<file path="config.mk">
export PLATFORM = sky130hd
export DESIGN_NAME = exec_top
export DESIGN_NICKNAME = d
export VERILOG_FILES = /design/src/logic/exec_pkg.sv /design/src/logic/exec_decoder.sv /design/src/logic/rv32im_alu.sv /design/src/logic/muldiv_unit.sv /design/src/logic/retire_select.sv /design/src/logic/exec_top.sv
export SDC_FILE = /design/constraint.sdc
export NUM_CORES = 2
export LEC_CHECK = 0
export BUFFER_PORTS_ARGS = -buffer_cell sky130_fd_sc_hd__buf_4
export CAP_MARGIN = 25
export CORE_MARGIN = 1
export CORE_UTILIZATION = 65
export CTS_CLUSTER_SIZE = 25
export DETAILED_ROUTE_END_ITERATION = 8
export HOLD_SLACK_MARGIN = 0.15
export PLACE_DENSITY = 0.81
export SYNTH_ARGS = -nofsm -noshare
export SYNTH_HDL_FRONTEND = slang
export SYNTH_HIERARCHICAL = 1
export SYNTH_SLANG_ARGS = --single-unit
export TNS_END_PERCENT = 30
</file>
<file path="constraint.sdc">
create_clock -name clk_i -period 10.8 [get_ports clk_i]
set_clock_uncertainty 0.05 [all_clocks]
set_input_delay 1.08 -clock clk_i [delete_from_list [all_inputs] [get_ports clk_i]]
set_output_delay 1.08 -clock clk_i [all_outputs]
set_load 0.01 [all_outputs]
</file>
<file path="src/logic/exec_pkg.sv">
`default_nettype none

package exec_pkg;

  // default data width, each module carries its own XLEN parameter
  localparam int XLEN_DEFAULT = 32;

  // alu operations, encoded as {funct7[5], funct3}
  typedef enum logic [3:0] {
    ALU_ADD    = 4'b0000,
    ALU_SUB    = 4'b1000,
    ALU_SLT    = 4'b0010,
    ALU_SLTU   = 4'b0011,
    ALU_AND    = 4'b0111,
    ALU_OR     = 4'b0110,
    ALU_XOR    = 4'b0100,
    ALU_SLL    = 4'b0001,
    ALU_SRL    = 4'b0101,
    ALU_SRA    = 4'b1101,
    // lui only, not a funct3 code
    ALU_PASS_B = 4'b1111
  } alu_op_e;

  // m extension ops, encoded as funct3
  typedef enum logic [2:0] {
    MD_MUL    = 3'b000,
    MD_MULH   = 3'b001,
    MD_MULHSU = 3'b010,
    MD_MULHU  = 3'b011,
    MD_DIV    = 3'b100,
    MD_DIVU   = 3'b101,
    MD_REM    = 3'b110,
    MD_REMU   = 3'b111
  } md_op_e;

  // branch condition, none for non-branch ops
  typedef enum logic [2:0] {
    BR_NONE,
    BR_EQ,
    BR_NE,
    BR_LT,
    BR_GE,
    BR_LTU,
    BR_GEU
  } br_cond_e;

  // major opcodes handled by the stage
  typedef enum logic [6:0] {
    OPC_OP     = 7'b0110011,
    OPC_OP_IMM = 7'b0010011,
    OPC_BRANCH = 7'b1100011,
    OPC_LUI    = 7'b0110111,
    OPC_AUIPC  = 7'b0010111
  } opcode_e;

  typedef struct packed {
    logic [31:0]             instr;
    logic [XLEN_DEFAULT-1:0] pc;
    logic [XLEN_DEFAULT-1:0] rs1_val;
    logic [XLEN_DEFAULT-1:0] rs2_val;
  } issue_t;

  typedef struct packed {
    logic                    is_md;
    alu_op_e                 alu_op;
    md_op_e                  md_op;
    logic [XLEN_DEFAULT-1:0] op_a;
    logic [XLEN_DEFAULT-1:0] op_b;
    logic [4:0]              rd;
    br_cond_e                br_cond;
    logic [XLEN_DEFAULT-1:0] br_target;
  } uop_t;

  typedef struct packed {
    logic                    valid;
    logic [4:0]              rd;
    logic [XLEN_DEFAULT-1:0] value;
    logic                    br_taken;
    logic [XLEN_DEFAULT-1:0] br_target;
  } retire_t;

endpackage

`default_nettype wire

</file>
<file path="src/logic/exec_decoder.sv">
`timescale 1ns/1ps
`default_nettype none

module exec_decoder import exec_pkg::*; #(
  parameter int XLEN = XLEN_DEFAULT
) (
  input  wire         clk_i,
  input  wire         rst_i,
  input  wire         flush_i,
  input  wire         issue_valid_i,
  input  wire issue_t issue_i,
  input  wire         md_busy_i,
  output logic        issue_ready_o,
  output logic        uop_valid_o,
  output uop_t        uop_o
);

  opcode_e         opcode;
  logic [2:0]      funct3;
  logic [6:0]      funct7;
  logic [XLEN-1:0] imm_i;
  logic [XLEN-1:0] imm_b;
  logic [XLEN-1:0] imm_u;
  logic            accept;
  uop_t            uop_d;

  // instruction fields
  assign opcode = opcode_e'(issue_i.instr[6:0]);
  assign funct3 = issue_i.instr[14:12];
  assign funct7 = issue_i.instr[31:25];

  // sign-extended immediates
  assign imm_i = {{(XLEN-12){issue_i.instr[31]}}, issue_i.instr[31:20]};
  assign imm_b = {{(XLEN-13){issue_i.instr[31]}}, issue_i.instr[31], issue_i.instr[7],
                  issue_i.instr[30:25], issue_i.instr[11:8], 1'b0};
  // upper immediate, low bits zero
  assign imm_u = {issue_i.instr[31:12], {(XLEN-20){1'b0}}};

  always_comb begin
    // defaults, register form with rd from the word
    uop_d         = '0;
    uop_d.alu_op  = ALU_ADD;
    uop_d.md_op   = MD_MUL;
    uop_d.br_cond = BR_NONE;
    uop_d.op_a    = issue_i.rs1_val;
    uop_d.op_b    = issue_i.rs2_val;
    uop_d.rd      = issue_i.instr[11:7];
    case (opcode)
      OPC_OP: begin
        if (funct7 == 7'b0000001) begin
          // m extension, funct3 is the op code
          uop_d.is_md = 1'b1;
          uop_d.md_op = md_op_e'(funct3);
        end else if (funct3 == 3'b000 || funct3 == 3'b101) begin
          // funct7[5] picks sub and sra
          uop_d.alu_op = alu_op_e'({funct7[5], funct3});
        end else begin
          uop_d.alu_op = alu_op_e'({1'b0, funct3});
        end
      end
      OPC_OP_IMM: begin
        uop_d.op_b = imm_i;
        // no subi, only srai uses funct7[5]
        if (funct3 == 3'b101) begin
          uop_d.alu_op = alu_op_e'({funct7[5], funct3});
        end else begin
          uop_d.alu_op = alu_op_e'({1'b0, funct3});
        end
      end
      OPC_BRANCH: begin
        // sub sets the compare flags
        uop_d.alu_op    = ALU_SUB;
        uop_d.rd        = 5'd0;
        uop_d.br_target = issue_i.pc + imm_b;
        case (funct3)
          3'b000:  uop_d.br_cond = BR_EQ;
          3'b001:  uop_d.br_cond = BR_NE;
          3'b100:  uop_d.br_cond = BR_LT;
          3'b101:  uop_d.br_cond = BR_GE;
          3'b110:  uop_d.br_cond = BR_LTU;
          3'b111:  uop_d.br_cond = BR_GEU;
          // reserved funct3, never taken
          default: uop_d.br_cond = BR_NONE;
        endcase
      end
      OPC_LUI: begin
        uop_d.alu_op = ALU_PASS_B;
        uop_d.op_b   = imm_u;
      end
      OPC_AUIPC: begin
        uop_d.op_a = issue_i.pc;
        uop_d.op_b = imm_u;
      end
      default: begin
        // unsupported opcode retires as a nop
        uop_d.rd   = 5'd0;
        uop_d.op_a = '0;
        uop_d.op_b = '0;
      end
    endcase
  end

  // stall on a running muldiv and on the cycle a muldiv op is handed over
  assign issue_ready_o = !flush_i && !md_busy_i && !(uop_valid_o && uop_o.is_md);
  assign accept        = issue_valid_i && issue_ready_o;

  always_ff @(posedge clk_i) begin
    if (rst_i || flush_i) begin
      uop_valid_o <= 1'b0;
    end else begin
      uop_valid_o <= accept;
    end
  end

  // micro-op payload
  always_ff @(posedge clk_i) begin
    if (accept) begin
      uop_o <= uop_d;
    end
  end

  // upstream holds a stalled request
  a_issue_stable: assert property (@(posedge clk_i) disable iff (rst_i)
    issue_valid_i && !issue_ready_o |=> issue_valid_i && $stable(issue_i));

endmodule

`default_nettype wire

</file>
<file path="src/logic/rv32im_alu.sv">
`timescale 1ns/1ps
`default_nettype none

module rv32im_alu import exec_pkg::*; #(
  parameter int XLEN = XLEN_DEFAULT
) (
  input  wire              clk_i,
  input  wire              rst_i,
  input  wire              flush_i,
  input  wire              uop_valid_i,
  input  wire uop_t        uop_i,
  output logic             alu_valid_o,
  output logic [XLEN-1:0]  result_o,
  output logic             equal_o,
  output logic             less_o,
  output logic             less_signed_o
);

  logic [XLEN-1:0]        a;
  logic [XLEN-1:0]        b;
  logic signed [XLEN-1:0] a_s;
  logic signed [XLEN-1:0] b_s;
  logic                   eq;
  logic                   lt;
  logic                   lt_s;
  logic                   load;

  assign a    = uop_i.op_a;
  assign b    = uop_i.op_b;
  assign a_s  = uop_i.op_a;
  assign b_s  = uop_i.op_b;
  // compares shared by slt and branches
  assign eq   = a == b;
  assign lt   = a < b;
  assign lt_s = a_s < b_s;

  // muldiv ops bypass the alu
  assign load = uop_valid_i && !uop_i.is_md;

  always_ff @(posedge clk_i) begin
    if (rst_i || flush_i) begin
      alu_valid_o <= 1'b0;
    end else begin
      alu_valid_o <= load;
    end
  end

  always_ff @(posedge clk_i) begin
    if (load) begin
      case (uop_i.alu_op)
        ALU_ADD:    result_o <= a + b;
        ALU_SUB:    result_o <= a - b;
        ALU_SLT:    result_o <= {{(XLEN-1){1'b0}}, lt_s};
        ALU_SLTU:   result_o <= {{(XLEN-1){1'b0}}, lt};
        ALU_AND:    result_o <= a & b;
        ALU_OR:     result_o <= a | b;
        ALU_XOR:    result_o <= a ^ b;
        // shift amount from the low 5 bits
        ALU_SLL:    result_o <= a << b[4:0];
        ALU_SRL:    result_o <= a >> b[4:0];
        ALU_SRA:    result_o <= a_s >>> b[4:0];
        ALU_PASS_B: result_o <= b;
        default:    result_o <= '0;
      endcase
    end
  end

  // flags cleared on flush
  always_ff @(posedge clk_i) begin
    if (rst_i || flush_i) begin
      equal_o       <= 1'b0;
      less_o        <= 1'b0;
      less_signed_o <= 1'b0;
    end else if (load) begin
      equal_o       <= eq;
      less_o        <= lt;
      less_signed_o <= lt_s;
    end
  end

endmodule

`default_nettype wire

</file>
<file path="src/logic/muldiv_unit.sv">
`timescale 1ns/1ps
`default_nettype none

module muldiv_unit import exec_pkg::*; #(
  parameter int XLEN = XLEN_DEFAULT
) (
  input  wire              clk_i,
  input  wire              rst_i,
  input  wire              flush_i,
  input  wire              uop_valid_i,
  input  wire uop_t        uop_i,
  output logic             busy_o,
  output logic             done_o,
  output logic [4:0]       rd_o,
  output logic [XLEN-1:0]  result_o
);

  localparam int CNT_W = $clog2(XLEN);

  typedef enum logic [1:0] {IDLE, MUL, DIV, DONE} state_e;

  state_e            state;
  logic [CNT_W-1:0]  count;
  md_op_e            op_q;
  // hi/lo hold the product or the remainder and quotient
  logic [XLEN-1:0]   hi;
  logic [XLEN-1:0]   lo;
  // multiplicand or divisor magnitude
  logic [XLEN-1:0]   opnd;
  logic              neg_q;
  logic              neg_r;
  logic              start;
  logic              a_neg;
  logic              b_neg;
  logic [XLEN-1:0]   a_mag;
  logic [XLEN-1:0]   b_mag;
  logic [XLEN:0]     add_sum;
  logic [XLEN:0]     rem_shift;
  logic [XLEN:0]     rem_diff;
  logic [2*XLEN-1:0] product;
  logic              last;
  logic              div_zero;

  assign start = uop_valid_i && uop_i.is_md;

  // operand signs by op
  assign a_neg = uop_i.op_a[XLEN-1] && (uop_i.md_op inside {MD_MULH, MD_MULHSU, MD_DIV, MD_REM});
  assign b_neg = uop_i.op_b[XLEN-1] && (uop_i.md_op inside {MD_MULH, MD_DIV, MD_REM});
  assign a_mag = a_neg ? -uop_i.op_a : uop_i.op_a;
  assign b_mag = b_neg ? -uop_i.op_b : uop_i.op_b;

  // shift-and-add step shifts multiplier bits out of lo from the bottom
  assign add_sum   = {1'b0, hi} + (lo[0] ? {1'b0, opnd} : '0);
  // restoring divide step shifts the dividend msb into the remainder
  assign rem_shift = {hi, lo[XLEN-1]};
  assign rem_diff  = rem_shift - {1'b0, opnd};

  assign last     = count == CNT_W'(XLEN - 1);
  // checked on the first div cycle only
  assign div_zero = (count == '0) && (opnd == '0);

  always_ff @(posedge clk_i) begin
    if (rst_i || flush_i) begin
      state <= IDLE;
      count <= '0;
    end else begin
      case (state)
        IDLE: begin
          count <= '0;
          if (start) begin
            // md_op[2] marks the divide ops
            state <= uop_i.md_op[2] ? DIV : MUL;
          end
        end
        MUL: begin
          count <= count + CNT_W'(1);
          if (last) state <= DONE;
        end
        DIV: begin
          count <= count + CNT_W'(1);
          if (last || div_zero) state <= DONE;
        end
        default: state <= IDLE;
      endcase
    end
  end

  always_ff @(posedge clk_i) begin
    case (state)
      IDLE: begin
        if (start) begin
          op_q  <= uop_i.md_op;
          rd_o  <= uop_i.rd;
          hi    <= '0;
          neg_q <= a_neg ^ b_neg;
          neg_r <= a_neg;
          if (uop_i.md_op[2]) begin
            lo   <= a_mag;
            opnd <= b_mag;
          end else begin
            lo   <= b_mag;
            opnd <= a_mag;
          end
        end
      end
      MUL: begin
        hi <= add_sum[XLEN:1];
        lo <= {add_sum[0], lo[XLEN-1:1]};
      end
      DIV: begin
        if (div_zero) begin
          // all-ones quotient and dividend as remainder
          hi    <= lo;
          lo    <= '1;
          neg_q <= 1'b0;
        end else if (!rem_diff[XLEN]) begin
          hi <= rem_diff[XLEN-1:0];
          lo <= {lo[XLEN-2:0], 1'b1};
        end else begin
          hi <= rem_shift[XLEN-1:0];
          lo <= {lo[XLEN-2:0], 1'b0};
        end
      end
      // done holds the result
      default: begin
      end
    endcase
  end

  // sign fix on the magnitude product
  assign product = neg_q ? -{hi, lo} : {hi, lo};

  always_comb begin
    case (op_q)
      MD_MUL:                       result_o = product[XLEN-1:0];
      MD_MULH, MD_MULHSU, MD_MULHU: result_o = product[2*XLEN-1:XLEN];
      MD_DIV, MD_DIVU:              result_o = neg_q ? -lo : lo;
      // remainder takes the dividend sign
      default:                      result_o = neg_r ? -hi : hi;
    endcase
  end

  // busy drops in done so issue reopens a cycle early
  assign busy_o = (state == MUL) || (state == DIV);
  assign done_o = state == DONE;

  // decoder never hands over a muldiv op unless the unit is idle
  a_start_idle: assert property (@(posedge clk_i) disable iff (rst_i)
    start |-> state == IDLE);

endmodule

`default_nettype wire

</file>
<file path="src/logic/retire_select.sv">
`timescale 1ns/1ps
`default_nettype none

module retire_select import exec_pkg::*; #(
  parameter int XLEN = XLEN_DEFAULT
) (
  input  wire              clk_i,
  input  wire              rst_i,
  input  wire              flush_i,
  input  wire              uop_valid_i,
  input  wire uop_t        uop_i,
  input  wire              alu_valid_i,
  input  wire [XLEN-1:0]   alu_result_i,
  input  wire              equal_i,
  input  wire              less_i,
  input  wire              less_signed_i,
  input  wire              md_done_i,
  input  wire [4:0]        md_rd_i,
  input  wire [XLEN-1:0]   md_result_i,
  output retire_t          retire_o
);

  logic            load;
  logic [4:0]      rd_q;
  br_cond_e        br_cond_q;
  logic [XLEN-1:0] br_target_q;
  logic            taken;

  // same load as the alu so the fields line up with its output
  assign load = uop_valid_i && !uop_i.is_md;

  always_ff @(posedge clk_i) begin
    if (load) begin
      rd_q        <= uop_i.rd;
      br_cond_q   <= uop_i.br_cond;
      br_target_q <= uop_i.br_target;
    end
  end

  // branch outcome from the alu flags
  always_comb begin
    case (br_cond_q)
      BR_EQ:   taken = equal_i;
      BR_NE:   taken = !equal_i;
      BR_LT:   taken = less_signed_i;
      BR_GE:   taken = !less_signed_i;
      BR_LTU:  taken = less_i;
      BR_GEU:  taken = !less_i;
      default: taken = 1'b0;
    endcase
  end

  always_ff @(posedge clk_i) begin
    if (rst_i || flush_i) begin
      retire_o.valid <= 1'b0;
    end else begin
      retire_o.valid <= alu_valid_i || md_done_i;
    end
    if (md_done_i) begin
      retire_o.rd        <= md_rd_i;
      retire_o.value     <= md_result_i;
      retire_o.br_taken  <= 1'b0;
      retire_o.br_target <= '0;
    end else begin
      retire_o.rd        <= rd_q;
      // branches write no value
      retire_o.value     <= (br_cond_q == BR_NONE) ? alu_result_i : '0;
      retire_o.br_taken  <= taken;
      retire_o.br_target <= br_target_q;
    end
  end

  // issue stall keeps the two sources apart
  a_one_source: assert property (@(posedge clk_i) disable iff (rst_i)
    !(alu_valid_i && md_done_i));

endmodule

`default_nettype wire

</file>
<file path="src/logic/exec_top.sv">
`timescale 1ns/1ps
`default_nettype none

module exec_top import exec_pkg::*; #(
  parameter int XLEN = XLEN_DEFAULT
) (
  input  wire         clk_i,
  input  wire         rst_i,
  input  wire         flush_i,
  input  wire         issue_valid_i,
  input  wire issue_t issue_i,
  output logic        issue_ready_o,
  output retire_t     retire_o
);

  // decode to execute
  logic            uop_valid;
  uop_t            uop;
  logic            md_busy;
  // alu results
  logic            alu_valid;
  logic [XLEN-1:0] alu_result;
  logic            equal;
  logic            less;
  logic            less_signed;
  // muldiv results
  logic            md_done;
  logic [4:0]      md_rd;
  logic [XLEN-1:0] md_result;

  exec_decoder #(.XLEN(XLEN)) exec_decoder_inst (
    .clk_i(clk_i), .rst_i(rst_i), .flush_i(flush_i),
    .issue_valid_i(issue_valid_i), .issue_i(issue_i), .md_busy_i(md_busy),
    .issue_ready_o(issue_ready_o), .uop_valid_o(uop_valid), .uop_o(uop)
  );

  rv32im_alu #(.XLEN(XLEN)) rv32im_alu_inst (
    .clk_i(clk_i), .rst_i(rst_i), .flush_i(flush_i),
    .uop_valid_i(uop_valid), .uop_i(uop),
    .alu_valid_o(alu_valid), .result_o(alu_result),
    .equal_o(equal), .less_o(less), .less_signed_o(less_signed)
  );

  muldiv_unit #(.XLEN(XLEN)) muldiv_unit_inst (
    .clk_i(clk_i), .rst_i(rst_i), .flush_i(flush_i),
    .uop_valid_i(uop_valid), .uop_i(uop),
    .busy_o(md_busy), .done_o(md_done), .rd_o(md_rd), .result_o(md_result)
  );

  retire_select #(.XLEN(XLEN)) retire_select_inst (
    .clk_i(clk_i), .rst_i(rst_i), .flush_i(flush_i),
    .uop_valid_i(uop_valid), .uop_i(uop),
    .alu_valid_i(alu_valid), .alu_result_i(alu_result),
    .equal_i(equal), .less_i(less), .less_signed_i(less_signed),
    .md_done_i(md_done), .md_rd_i(md_rd), .md_result_i(md_result),
    .retire_o(retire_o)
  );

endmodule

`default_nettype wire

</file>
==> reports/metrics.csv <==
metric,value,unit
Int Pwr,0.00273,W
vias in the first global route,31800,
Initial Util,66.5,%
Switching Share,31.5,%
Worst path slowest cell,buf_4,
DP Area,34700,sq um
Ys Warns,6,
First-pass DRT Iterations,9,
RSZ-0062 raised after global routing,false,
distinct cell type count after synthesis,105,
Die Ht,227,microns
relative slew slack,19.0,%
Worst EP required,10970,ps
Max Fclk,200,MHz
CP endpoint kind,flip-flop,
crit path time final,5000,ps
CTS Buffer Depth,3,
# nets final,4172,
top-count cell post-synth,nor2_1,
#FFs+latches synth,373,
Critical Path Max Stage Delay,590,ps
Die Area,51400,sq um
final cell utilization of the core,73.2,%
Final Max Tran Viols,0,
Final GP Congestion,1.13,
setup TNS,0,ps
Max IR drop VDD,0.168,mV
Fill cells,3663,
arrival time at the worst endpoint,5170,ps
Detail Placement HPWL,97.3,mm
core area,49400,sq um
top routing layer in use,met5,
clock root cell,clkbuf_16,
Vias per Instance,7.50,
FP Rows,81,
period utilization,46.3,%
Max Cap Viol,0,
Pleak,14.2,nW
CP Launch Type,flip-flop,
met3 WL,21.0,mm
clk_lat worst skew,610,ps
TritonCTS clock tree,yes,
share of power burned in registers,41.7,%
commonest cells in the netlist,"333 x nor2_1, 290 x a21oi_1, 290 x edfxtp_1, 290 x nand2_1, 270 x o21ai_0",
worst slew pin tran,1210,ps
Clock Power Share,36.9,%
cells along the critical path,buf_4 -> inv_2 -> buf_4 -> ha_1 -> o21ai_0 -> o21ai_0 -> a31oi_1 -> nor2_1 -> o21ai_0 -> nor3_1 -> o31ai_1 -> xor2_1 -> o221ai_1,
Hold Path Class,flip-flop to flip-flop,
"Largest delay share family, worst path",compound AO/OA/AOI/OAI gates,
Syn Inst Count,3766,
worst-path maximum fanout,62,
first-pass GRT wire length,196,mm
CTS Hold Bufs,0,
routed vias,34000,
number of enable flip-flop cells after synthesis,290,
crit path buf inv count,3,
failing checks,DRC,
Post-CTS Setup Repair Bufs,0,
gr usage total,51.1,%
Final ANT Viol Nets,0,
TritonCTS Buffers,40,
syn_nets,4108,
outcome,"finished, violations left",
IO buf count,203,
drt total wl,135,mm
Ports,204,
top cell type's share of synthesized area,26.5,%
largest net degree at the start of global routing,74,
total power,0.00399,W
DRC viols,3,
post-synth top area cell,edfxtp_1,
design area,36100,sq um
"most used cell, CP",o21ai_0,
WL per Instance,29.7,microns
Net Sw Power,0.00126,W
die width,227,microns
M1 WL,44.7,mm
Final Hold Fails,0,
Sink Count,373,
clock-pin transition on the worst setup and hold timing paths,80,ps
Post-Syn Area,32800,sq um
Area contributors post-synth,"edfxtp_1 27%, ha_1 7.8%, dfxtp_1 5.1%",
Final setup viols,0,
"Top FF cell, synth",edfxtp_1,
combinational power share,21.4,%
initial antenna violation count,6,
Initial DRC Count,5941,
CP Class,flip-flop to flip-flop,
ys async rst share,0,%
met2 WL,56.2,mm
Layout Area Growth over Synthesis,10.1,%
H-tree levels,2,
fraction of layout cells with a size suffix above 1,12.5,%
grt total ovfl,0,
pwr dens,111,nW/um^2
synthesized area per cell,8.71,sq um
sequential area share after synthesis,31.6,%
cts repair resizes,0,
-- final timing paths --
kind / start / to / slack (ps) / depth (start not counted)
min: exec_decoder_inst/uop_o[16] / retire_select_inst/br_target_q[16] / 370 / 0
max: exec_decoder_inst/uop_o[42] / rv32im_alu_inst/result_o[19] / 5800 / 13
max reg2reg: exec_decoder_inst/uop_o[42] / rv32im_alu_inst/result_o[19] / 5800 / 13
min reg2reg: exec_decoder_inst/uop_o[16] / retire_select_inst/br_target_q[16] / 370 / 0
-- metrics by stage --
| step | setup WS [ps] | cells | hold WS, ps |
|---|---|---|---|
| final | 5800 | 4531 | 370 |
| after global routing | 5600 | 4526 | 373 |
| after CTS | 6000 | 4525 | 370 |
| after detailed placement | 6010 | 4451 | 355 |
| after global placement | 5710 | 4447 | 352 |
| after floorplan | 6150 | 3766 | 350 |
-- sequential cells by signal, summed over array words and instances, names as in the netlist, 2 cells and up --
name,flops
exec_decoder_inst/uop_o,112
retire_select_inst/retire_o,71
muldiv_unit_inst/hi,32
muldiv_unit_inst/lo,32
muldiv_unit_inst/opnd,32
retire_select_inst/br_target_q,32
rv32im_alu_inst/result_o,32
muldiv_unit_inst/count,5
muldiv_unit_inst/rd_o,5
retire_select_inst/rd_q,5
muldiv_unit_inst/op_q,3
retire_select_inst/br_cond_q,3
muldiv_unit_inst/state,2
-- layer usage --
metal / GRT usage, % / vias to the layer above
met5: 0.782 / -
met4: 37.6 / 8
met1: 60.8 / 15700
met3: 18.0 / 822
li1: - / 14300
met2: 76.1 / 3176
-- power groups by stage --
stage / Combinational, W / Sequential, W / Clock (W)
2_1_floorplan: 0.000541 / 0.00166 / 0
3_3_place_gp: 0.000779 / 0.00168 / 0
3_5_place_dp: 0.000800 / 0.00168 / 0
4_1_cts: 0.000808 / 0.00165 / 0.00147
5_1_grt: 0.000893 / 0.00166 / 0.00152
6_report: 0.000854 / 0.00166 / 0.00147
-- cells by family after synthesis --
logic type	share of synthesized area (%)
compound gates	26.1
xor+xnor	5.74
fa+ha+maj	8.12
buf+inv	5.38
flops	31.6
mux	7.25
simple gates	15.8
-- area by class of cell --
class                           instances  area [sq um]  area share (%)
Multi-Input combinational cell       2959         20700            57.4
Sequential cell                       373         10400            28.7
Timing Repair Buffer                  270          2070            5.73
Clock buffer                           51          1090            3.03
Tap cell                              664           831            2.30
Inverter                              186           698            1.93
Clock inverter                         23           295           0.818
Antenna cell                            5          12.5          0.0346
-- worst register-to-register path: cells and delay by family (launching register included) --
kind	cells	cell delay, ps
AND/OR/NAND/NOR	2	230
XOR/XNOR	1	340
buffers and inverters	3	1060
flip-flops	1	390
adder cells (fa/ha/maj)	1	530
AO/OA/AOI/OAI	6	2020
-- cells in the final DEF, fill, tap and decap left out, drive strengths merged, types with 27 or more instances in the layout --
cell type and count:
inv 189, a22o 80, nor2b 59, o21bai 27, o31ai 41, nand3 50, edfxtp 290, nand2b 45
o211ai 43, nor4 39, a22oi 39, o221ai 31, or3 37, a21o 65, a21oi 291, mux2 27
a221o 34, xor2 103, dfxtp 83, nor2 333, mux2i 142, a31oi 57, mux4 29, a211oi 57
buf 270, and2 30, o21ai 286, xnor2 112, nand2 290, clkbuf 51, nor3 74, ha 205
Power figures use the tool's default switching activity.
